## src/hw/stream_queue_defines.svh

```systemverilog
`ifndef STREAM_QUEUE_DEFINES_SVH
`define STREAM_QUEUE_DEFINES_SVH

// ========================================
// queue geometry
// ========================================

// log2 of the number of storage entries.
`define QUEUE_DEPTH_LOG2 8

// number of storage entries.
`define QUEUE_DEPTH (1 << `QUEUE_DEPTH_LOG2)

// ========================================
// beat format
// ========================================

// bytes carried by one beat.
`define QUEUE_DATA_BYTES 4

// free entries left when almost_full asserts.
// one beat sits in the write register, one more is taken while tready lags.
`define QUEUE_ALMOST_FULL_MARGIN 2

`endif

```

## src/hw/stream_queue_pkg.sv

```systemverilog
`default_nettype none

`include "stream_queue_defines.svh"

package stream_queue_pkg;

    // ========================================
    // payload and pointer widths
    // ========================================

    typedef logic [`QUEUE_DATA_BYTES*8-1:0] data_t;   // beat payload.
    typedef logic [`QUEUE_DATA_BYTES-1:0]   keep_t;   // byte enables.
    typedef logic [`QUEUE_DEPTH_LOG2-1:0]   addr_t;   // memory pointer.
    typedef logic [`QUEUE_DEPTH_LOG2:0]     level_t;  // fill count, extra bit for full.

    // ========================================
    // stream beat
    // ========================================

    typedef struct packed {
        data_t data;    // tdata.
        keep_t keep;    // tkeep.
        logic  last;    // tlast.
    } beat_t;

    // how many beats the output buffer holds.
    typedef enum logic [1:0] {
        TX_EMPTY,
        TX_ONE,
        TX_TWO
    } tx_state_e;

endpackage

`default_nettype wire

```

## src/hw/stream_rx_stage.sv

```systemverilog
`timescale 1ns/100ps
`default_nettype none

module stream_rx_stage
    import stream_queue_pkg::*;
(
    input  wire logic  aclk,
    input  wire logic  areset_n,
    // receive stream port
    input  wire logic  rx_tvalid,
    output logic       rx_tready,
    input  wire beat_t rx_beat,
    // storage write side
    input  wire logic  almost_full,
    output logic       wr_en,
    output beat_t      wr_beat
);

    // ========================================
    // write strobe
    // ========================================

    always_ff @(posedge aclk or negedge areset_n) begin
        if (!areset_n) begin
            wr_en <= 1'b0;
        end
        else begin
            wr_en <= rx_tvalid && rx_tready;  // one pulse per accepted beat.
        end
    end

    // payload follows the strobe by the same cycle.
    always_ff @(posedge aclk) begin
        wr_beat <= rx_beat;
    end

    // ========================================
    // flow control
    // ========================================

    // tready lags almost_full by one cycle; the storage margin absorbs the
    // beats that still get through in that window.
    always_ff @(posedge aclk or negedge areset_n) begin
        if (!areset_n) begin
            rx_tready <= 1'b0;
        end
        else begin
            rx_tready <= !almost_full;
        end
    end

endmodule

`default_nettype wire

```

## config.mk

```make
export PLATFORM = sky130hd
export DESIGN_NAME = stream_rx_stage
export DESIGN_NICKNAME = d
export VERILOG_FILES = /design/src/hw/stream_queue_pkg.sv /design/src/hw/stream_rx_stage.sv
export VERILOG_INCLUDE_DIRS = /design/src /design/src/hw
export SDC_FILE = /design/constraint.sdc
export NUM_CORES = 1
export LEC_CHECK = 0
export BUFFER_PORTS_ARGS = -buffer_cell sky130_fd_sc_hd__buf_4
export CAP_MARGIN = 20
export CORE_MARGIN = 2
export CORE_UTILIZATION = 36
export DETAILED_ROUTE_END_ITERATION = 8
export PLACE_DENSITY = 0.77
export SYNTH_ARGS = -nofsm -noshare
export SYNTH_HDL_FRONTEND = slang
export SYNTH_SLANG_ARGS = --single-unit
```

## constraint.sdc

```tcl
create_clock -name aclk -period 0.9 [get_ports aclk]
set_input_delay 0.09 -clock aclk [delete_from_list [all_inputs] [get_ports aclk]]
set_output_delay 0.09 -clock aclk [all_outputs]
set_load 0.005 [all_outputs]
```

==> impl_metrics.json <==
{
  "status": "finished, violations left",
  "violations": "negative setup slack",
  "required_ns": 0.81,
  "die_h_microns": 51.2,
  "boundaryPins": 80,
  "clock_latency_ns": 0.37,
  "grt_pass1_vias": 809,
  "crit_family": "flip-flops",
  "dr.pass1.iters": 4,
  "rsz0062_at_grt": "true",
  "r2r-start": "rx_tready",
  "grt_pass1_wl_microns": 4240,
  "hold_slack_ns": 0.0695,
  "rr_worst_depth": 1,
  "netlist.area_leader.share_pct": 92.5,
  "setup_slack_ns": -0.149,
  "relSlewSlack_pct": 89.4,
  "ff2ff_setup_slack_ns": 0.19,
  "htree_levels": 2,
  "grt-ovfl-total": 0,
  "cts_tree": "built",
  "drv_slew": 0,
  "root_buffer": "clkbuf_4",
  "tightestPinTransition_ns": 0.158,
  "finalCritPeriodShare_pct": 117,
  "fp.dieArea_sq_mm": 0.00262,
  "grt_start_max_net_pins": 13,
  "max_stage_delay_ns": 0.45,
  "grt_usage_pct": 24.1,
  "netlist_area_sq_um": 801,
  "syn_nets": 82,
  "vias_per_cell": 4.53,
  "cts_setup_buffers": 0,
  "drive_above_1_share_pct": 65.5,
  "initial_core_util_pct": 37.3,
  "die_w_microns": 51.2,
  "synth-seq-cells": 39,
  "yosysWarnings": 0,
  "irDropWorstVdd_uv": 2360,
  "post_drt_wl_per_cell_microns": 22.4,
  "core.rowCount": 17,
  "core_area_sq_mm": 0.00215,
  "final_cells": 196,
  "antenna_cells": 0,
  "endpoint_kind": "output pin",
  "antenna_left": 0,
  "fin_skew_ns": 0.00899,
  "first_iter_violations": 18,
  "slowest_stage": "dfrtp_1",
  "r2r-end": "wr_en",
  "max_cap_violations": 0,
  "finalHoldViolations": 0,
  "wl_microns": 4390,
  "fill_cells": 46,
  "hp-class": "input port to asynchronous set/reset pin",
  "cts.reportedPaths.clkPinSlew_ns": 0.14,
  "synthCells": 41,
  "fmax_ghz": 0.953,
  "path_buf_inv": 1,
  "antenna_found_initial": 0,
  "synthTopCellsByArea": "dfxtp_1, dfrtp_1, and2_1",
  "synth_area_leader_cell": "dfxtp_1",
  "dp_cells": 148,
  "drc": 0,
  "cts_buffers": 5,
  "crit_chain": "buf_6",
  "startpoint_type": "register",
  "syn-mean-instance-area_sq_um": 19.5,
  "syn2layout_area_growth_pct": 155,
  "nNetsFinal": 208,
  "leakagePower_nw": 0.973,
  "critPathKind": "register to output pin",
  "yosysSeqAreaShare_pct": 98.8,
  "portBuffers": 79,
  "powerDensity_mw_per_mm2": 1800,
  "finalPower_mw": 3.68,
  "vias": 887,
  "critical_path.max_fanout": 2,
  "ys_types": 4,
  "place.gp.congestion": 0.631,
  "setup_viol": 22,
  "min_period_ns": 1.05,
  "cts_max_path_buffers": 2,
  "place_hpwl_microns": 1400,
  "crit_arrival_ns": 0.96,
  "cts.sinks": 39
}
per-stage QoR:
stage	setup TNS, ns	area (sq um)	util [%]	setup slack [ns]
floorplan	0	801	-	0.292
global placement	0	1430	66.5	0.302
detailed placement	0	1430	66.5	0.304
CTS	-0.0986	1920	89.5	-0.0550
global route	-1.19	2050	95.2	-0.162
finish	-0.518	2050	95.2	-0.149
kinds of logic after synthesis:
kind of cell	count (synthesis)	synth area share (%)
flops	39	98.8
buf+inv	1	0.468
simple gates	1	0.782
sequential cells by signal, summed over array words and instances (netlist names):
name / count
rx_tready: 1
wr_en: 1
wr_beat: 37
layout by cell type (no fill, tap or decap), drive strengths merged:
master / instances
bufinv: 1
dfrtp: 2
clkbuf: 6
and2: 1
dfxtp: 37
clkinv: 1
dlygate4sd3: 40
inv: 1
buf: 79
cell usage after synthesis:
| master | count |
|---|---|
| and2_1 | 1 |
| dfxtp_1 | 37 |
| inv_1 | 1 |
| dfrtp_1 | 2 |
area by class of cell:
class	instances	area, sq um	area share [%]
timing repair buffer	119	1090	53.5
sequential	39	820	40.1
clock buffer	6	51.3	2.51
clock inverter	2	35.0	1.71
tap	28	35.0	1.71
multi-input combinational	1	6.26	0.306
inverter	1	3.75	0.183
worst max path at each step:
stage / from / to / cells past startpoint
floorplan: rx_tready / wr_en / 1
global placement: rx_tready / wr_en / 1
detailed placement: rx_tready / wr_en / 1
CTS: rx_tready / rx_tready / 1
global route: rx_tready / rx_tready / 1
finish: rx_tready / rx_tready / 1
report_power, final:
| group | leakage, nW | internal, mW | switching [mW] | total, mW |
|---|---|---|---|---|
| registers | 0.337 | 1.83 | 0.0540 | 1.89 |
| clock network | 0.0482 | 0.657 | 0.629 | 1.29 |
| logic | 0.588 | 0.366 | 0.138 | 0.504 |
| total | 0.973 | 2.85 | 0.821 | 3.68 |
per-layer routing:
| layer | share of wire [%] | track usage, % |
|---|---|---|
| met1 | 35 | 27.7 |
| met2 | 53 | 39.6 |
| met3 | 9.6 | 9.94 |
| met4 | 2.9 | 9.46 |
| met5 | 0 | 0 |
timing repair:
| item | in CTS | in global routing |
|---|---|---|
| hold endpoints to repair | 41 | 0 |
| endpoints found under the setup margin | 2 | 29 |
| resized for setup | 2 | 48 |
| gates cloned | 0 | 0 |
| hold buffers | 40 | 0 |
No activity file was read; power rests on OpenSTA's default activity.
