File: src/hw/stream_queue_defines.svh
`ifndef STREAM_QUEUE_DEFINES_SVH
`define STREAM_QUEUE_DEFINES_SVH

// ========================================
// queue geometry
// ========================================

// log2 of the number of storage entries.
`define QUEUE_DEPTH_LOG2 8

// number of storage entries.
`define QUEUE_DEPTH (1 << `QUEUE_DEPTH_LOG2)

// ========================================
// beat format
// ========================================

// bytes carried by one beat.
`define QUEUE_DATA_BYTES 4

// free entries left when almost_full asserts.
// one beat sits in the write register, one more is taken while tready lags.
`define QUEUE_ALMOST_FULL_MARGIN 2

`endif

File: src/hw/stream_queue_pkg.sv
`default_nettype none

`include "stream_queue_defines.svh"

package stream_queue_pkg;

    // ========================================
    // payload and pointer widths
    // ========================================

    typedef logic [`QUEUE_DATA_BYTES*8-1:0] data_t;   // beat payload.
    typedef logic [`QUEUE_DATA_BYTES-1:0]   keep_t;   // byte enables.
    typedef logic [`QUEUE_DEPTH_LOG2-1:0]   addr_t;   // memory pointer.
    typedef logic [`QUEUE_DEPTH_LOG2:0]     level_t;  // fill count, extra bit for full.

    // ========================================
    // stream beat
    // ========================================

    typedef struct packed {
        data_t data;    // tdata.
        keep_t keep;    // tkeep.
        logic  last;    // tlast.
    } beat_t;

    // how many beats the output buffer holds.
    typedef enum logic [1:0] {
        TX_EMPTY,
        TX_ONE,
        TX_TWO
    } tx_state_e;

endpackage

`default_nettype wire

File: src/hw/stream_tx_stage.sv
`timescale 1ns/100ps
`default_nettype none

module stream_tx_stage
    import stream_queue_pkg::*;
(
    input  wire logic  aclk,
    input  wire logic  areset_n,
    // storage read side
    input  wire logic  empty,
    output logic       rd_en,
    input  wire beat_t rd_beat,
    // transmit stream port
    output logic       tx_tvalid,
    input  wire logic  tx_tready,
    output beat_t      tx_beat
);

    tx_state_e state;      // buffered beat count.
    logic      pending;    // read issued last cycle, rd_beat valid now.
    logic      pop;        // head leaves this cycle.
    logic [1:0] held;      // state as a number.
    logic [2:0] occupancy; // beats held or in flight after this cycle.
    beat_t     head;       // beat shown on the port.
    beat_t     second;     // beat waiting behind the head.

    // ========================================
    // read issue
    // ========================================

    always_comb begin
        case (state)
            TX_ONE:  held = 2'd1;
            TX_TWO:  held = 2'd2;
            default: held = 2'd0;
        endcase
    end

    always_comb begin
        pop = tx_tvalid && tx_tready;
    end

    // a beat leaving this cycle frees its slot for a new read.
    always_comb begin
        occupancy = 3'(held) + 3'(pending) - 3'(pop);
        rd_en     = !empty && (occupancy < 3'd2);
    end

    always_ff @(posedge aclk or negedge areset_n) begin
        if (!areset_n) begin
            pending <= 1'b0;
        end
        else begin
            pending <= rd_en;
        end
    end

    // ========================================
    // buffer occupancy
    // ========================================

    always_ff @(posedge aclk or negedge areset_n) begin
        if (!areset_n) begin
            state <= TX_EMPTY;
        end
        else begin
            case (state)
                TX_EMPTY: if (pending)         state <= TX_ONE;
                TX_ONE:   if (pending && !pop) state <= TX_TWO;
                          else if (!pending && pop) state <= TX_EMPTY;
                TX_TWO:   if (pop && !pending) state <= TX_ONE;
                default:  state <= TX_EMPTY;
            endcase
        end
    end

    // ========================================
    // buffer entries
    // ========================================

    always_ff @(posedge aclk) begin
        case (state)
            TX_EMPTY: begin
                if (pending) head <= rd_beat;
            end
            TX_ONE: begin
                if (pending && pop) begin
                    head <= rd_beat;     // arriving beat replaces the head.
                end
                else if (pending) begin
                    second <= rd_beat;   // queue behind a stalled head.
                end
            end
            TX_TWO: begin
                if (pop) begin
                    head <= second;
                    if (pending) second <= rd_beat;
                end
            end
            default: begin
                head <= head;
            end
        endcase
    end

    // ========================================
    // transmit port
    // ========================================

    always_comb begin
        tx_tvalid = (state != TX_EMPTY);
        tx_beat   = head;
    end

endmodule

`default_nettype wire

File: config.mk
export PLATFORM = sky130hd
export DESIGN_NAME = stream_tx_stage
export DESIGN_NICKNAME = d
export VERILOG_FILES = /design/src/hw/stream_queue_pkg.sv /design/src/hw/stream_tx_stage.sv
export VERILOG_INCLUDE_DIRS = /design/src /design/src/hw
export SDC_FILE = /design/constraint.sdc
export NUM_CORES = 1
export LEC_CHECK = 0
export ABC_AREA = 1
export BUFFER_PORTS_ARGS = -buffer_cell sky130_fd_sc_hd__buf_2
export CAP_MARGIN = 20
export CORE_ASPECT_RATIO = 0.9
export CORE_UTILIZATION = 45
export CTS_CLUSTER_SIZE = 20
export DETAILED_ROUTE_END_ITERATION = 8
export PLACE_DENSITY = 0.67
export SETUP_SLACK_MARGIN = 0.2
export SYNTH_ARGS = -nofsm -noshare
export SYNTH_HDL_FRONTEND = slang
export SYNTH_SLANG_ARGS = --single-unit
export TNS_END_PERCENT = 20
File: constraint.sdc
create_clock -name aclk -period 6.55 [get_ports aclk]
set_input_delay 0 -clock aclk [delete_from_list [all_inputs] [get_ports aclk]]
set_output_delay 0 -clock aclk [all_outputs]
set_load 0.02 [all_outputs]
==> results by stage <==
Pwr:
- In this run the power density over the cells is 381 nW/µm².
- The analysis attributes to cell leakage a power of 1.71 nW.
- IR analysis of the VDD net gives a maximum drop of 0.327 mV.

Logic synthesis:
- A synthesized cell averages 12.9 µm².
- The combined area of all synthesized cells is 2920 µm².
- The share of synthesized area in the top cell type comes to 0.761.
- In this run, distinct cell masters in the synthesized netlist total 17.
- The post-synth net total is 269.
- Synthesis inferred 77 register bits.
- Of all cell types, the one taking the most synthesized area is sky130_fd_sc_hd__edfxtp_1.
- The instance count of the mapped netlist is 227.
- After synthesis, the cell types taking the most area are sky130_fd_sc_hd__edfxtp_1, sky130_fd_sc_hd__nand2_1, sky130_fd_sc_hd__dfrtp_1, sky130_fd_sc_hd__buf_4, sky130_fd_sc_hd__buf_2.
- The share of the Yosys chip area taken by registers is 0.787.
- The Yosys step of the flow raised 0 warnings.

Setup path:
- On the critical path, the stage with the largest delay is an instance of sky130_fd_sc_hd__nor2_4.
- The kind of critical path is register to register.
- The category of the worst setup path launch point is a register.
- The kind of capture point of the worst setup path is a register.
- The count of buffer and inverter cells on the critical path is 0.
- Along the worst path, the maximum fanout reaches 39.
- The critical path goes through nor2_4 -> nand2_1 -> nand2_2.
- Data on the critical path is required at its endpoint by 6.52 ns.
- The kind of cell adding the most delay to the critical path is simple AND/OR/NAND/NOR gates.
- In this design, the stage delay of the slowest critical-path cell is 0.73 ns.
- The data arrival time of the worst path is 2.56 ns.

Layout:
- The final standard cell utilization of the core is 0.647.
- The area overhead of the layout relative to synthesis is 36.9%.
- The most common cell after layout, fill and taps aside is sky130_fd_sc_hd__nand2_1.
- The library cells used most frequently in the layout, excluding fill and tap cells, are sky130_fd_sc_hd__nand2_1, sky130_fd_sc_hd__buf_2, sky130_fd_sc_hd__edfxtp_1, sky130_fd_sc_hd__dlygate4sd3_1, sky130_fd_sc_hd__clkbuf_8.
- The total inserted antenna cells is 0.
- Of the cells placed in the final design, the portion with a size suffix greater than 1 is 0.281.
- With fillers left out, the area of the finished cells amounts to 4000 µm².
- The number of nets at the end of the flow is 393.

Placed design:
- Summed over all nets, the half-perimeter wirelength after detailed placement is 3350 µm.
- The instance area after placement is 3400 µm².
- Port buffering added 79 buffers.
- The final weighted congestion in routability-driven placement is 0.708.

Floorplan:
- The core region area is 6180 µm².
- The die height is 78.4 µm.
- The full die area is 6820 µm².
- The die is 86.9 µm wide.
- The effective utilization at floorplan is 0.472.
- The number of I/O pins is 80.
- The row count is 27.

Run status:
- The flow ran to the end, and the final reports show no timing, DRC or antenna violations.

Timing:
- The total count of hold-check failures in the final report is 0.
- The final setup skew is 0.00435 ns.
- The share of the cycle needed by the critical path after routing is 0.395.
- For this run, the top clock speed supported by timing is 387 MHz.
- The count of final max-slew check failures is 0.
- The transition time of the tightest slew-check pin is 0.887 ns.
- Setup repair after global routing left no endpoint under its margin.
- For the finished layout, the period the worst path requires is 2.59 ns.
- The smallest hold slack is 0.0912 ns.
- The setup TNS after final layout is 0 ns.
- The final count of negative-setup-slack endpoints is 0.
- The worst pin sits at a relative slew slack of 0.408.

GRT:
- In the global route stage, overall resource usage came out at 0.170.
- The first global-routing pass estimated 8460 µm of wire.
- The global route total overflow is 0.
- The maximum number of pins on one net before global-route repair is 40.
- The initial antenna violation count is 0.
- The number of global-route vias before repair is 1,789.

Clock tree:
- TritonCTS built the clock tree.
- The post-CTS repair timing setup buffer count is 0.
- In this run, post-CTS hold repair placed 40 buffers.
- The cell at the root of the clock tree is sky130_fd_sc_hd__clkbuf_8.
- Post-CTS repair changed the size of 0 cells.
- The maximum buffer depth of the clock tree is 2.
- The register clock-pin slew on the reported worst setup and hold paths is 0.07 ns.
- The H-tree was split into 3 levels.
- Clock latency on the worst-skew pair, taken at its later pin, is 0.34 ns.
- Counting the buffers created by CTS gives 9.
- The clock sink count is 77.

Detailed routing:
- The number of design-rule violations left by the first detailed-router iteration is 89.
- The highest metal layer with signal wires is met4.
- The total number of vias is 1,997.
- The number of antenna-violating nets in the routed design is 0.
- The vias per cell is 4.51.
- Wire segments on met2 add up to 2730 µm in the final route.
- The total DRC errors in the routed layout is 0.
- The sum of met3 wire segment lengths after detailed routing is 321 µm.
- The total routed wirelength is 5500 µm.
- The post-detailed-route wirelength per cell is 12.4 µm.
- The routed metal-1 wirelength is 2360 µm.
- The number of iterations in the first detailed-routing pass is 4.

Job:
- The number of maximum-capacitance constraint violations is 0.

Hold path:
- The path type of the worst min-delay path is input port to register.
[flip-flops by register name (all words and copies together), names as in the netlist]
| signal | cells |
|---|---|
| tx_beat | 37 |
| state | 2 |
| second | 37 |
| pending | 1 |
[cell type report]
type	instances	area, µm²
clock buffer	10	128
clock inverter	6	53.8
fill	497	2180
inverter	4	15.0
multi-input combinational	138	573
sequential	77	2300
tap	87	109
timing repair buffer	121	823
[power breakdown]
group,switching (mW),internal (mW)
clock,0.162,0.172
sequential,0.0370,0.709
combinational,0.311,0.133
total,0.510,1.01
[logic make-up (layout without fill, tap and decap cells)]
kind of cell,count (synthesis),after routing,synth area share
adders and majority gates,1,1,0.00686
buffers and inverters,12,141,0.0236
and+or+nand+nor,133,133,0.174
AOI/OAI and AO/OA,4,4,0.00857
DFF,77,77,0.787
[final timing paths]
path,slack (ns),startpoint,cells after the start,to
worst max-delay path,3.96,state[0]$_DFFE_PN0P_,3,tx_beat[9]$_DFFE_PP_
worst min-delay path,0.09,tx_tready,4,state[1]$_DFFE_PN0P_
worst max register to register,3.96,state[0]$_DFFE_PN0P_,3,tx_beat[9]$_DFFE_PP_
worst min register to register,0.51,second[19]$_DFFE_PP_,2,tx_beat[19]$_DFFE_PP_
max in group asynchronous,5.84,areset_n,3,pending$_DFF_PN0_
min in group asynchronous,0.55,areset_n,3,state[0]$_DFFE_PN0P_
[synthesized netlist by cell type, drive strengths merged]
master,number
nand2,126
edfxtp,74
buf,8
inv,4
nand3,4
dfrtp,3
nor2,2
a21oi,1
fa,1
nand4,1
o211ai,1
o21ai,1
o21bai,1
[stage by stage]
stage               total power, mW  cells  worst slack (ns)
finish                         1.52    443              3.96
global placement               1.17    386              3.82
detailed placement             1.18    386              3.70
CTS                            1.53    442              3.70
floorplan                      1.04    227              3.64
global route                   1.61    443              3.82
[worst min-delay path: stages]
cell                       delay (ns)
sky130_fd_sc_hd__buf_2           0.13
sky130_fd_sc_hd__inv_1           0.10
sky130_fd_sc_hd__o211ai_1        0.10
sky130_fd_sc_hd__nand2_1         0.06
[per-layer routing]
metal,track usage,vias up
met4,0.0717,0
met5,0,-
met2,0.271,82
li1,-,1011
met1,0.214,895
met3,0.0568,9
Power figures use the tool's default switching activity.
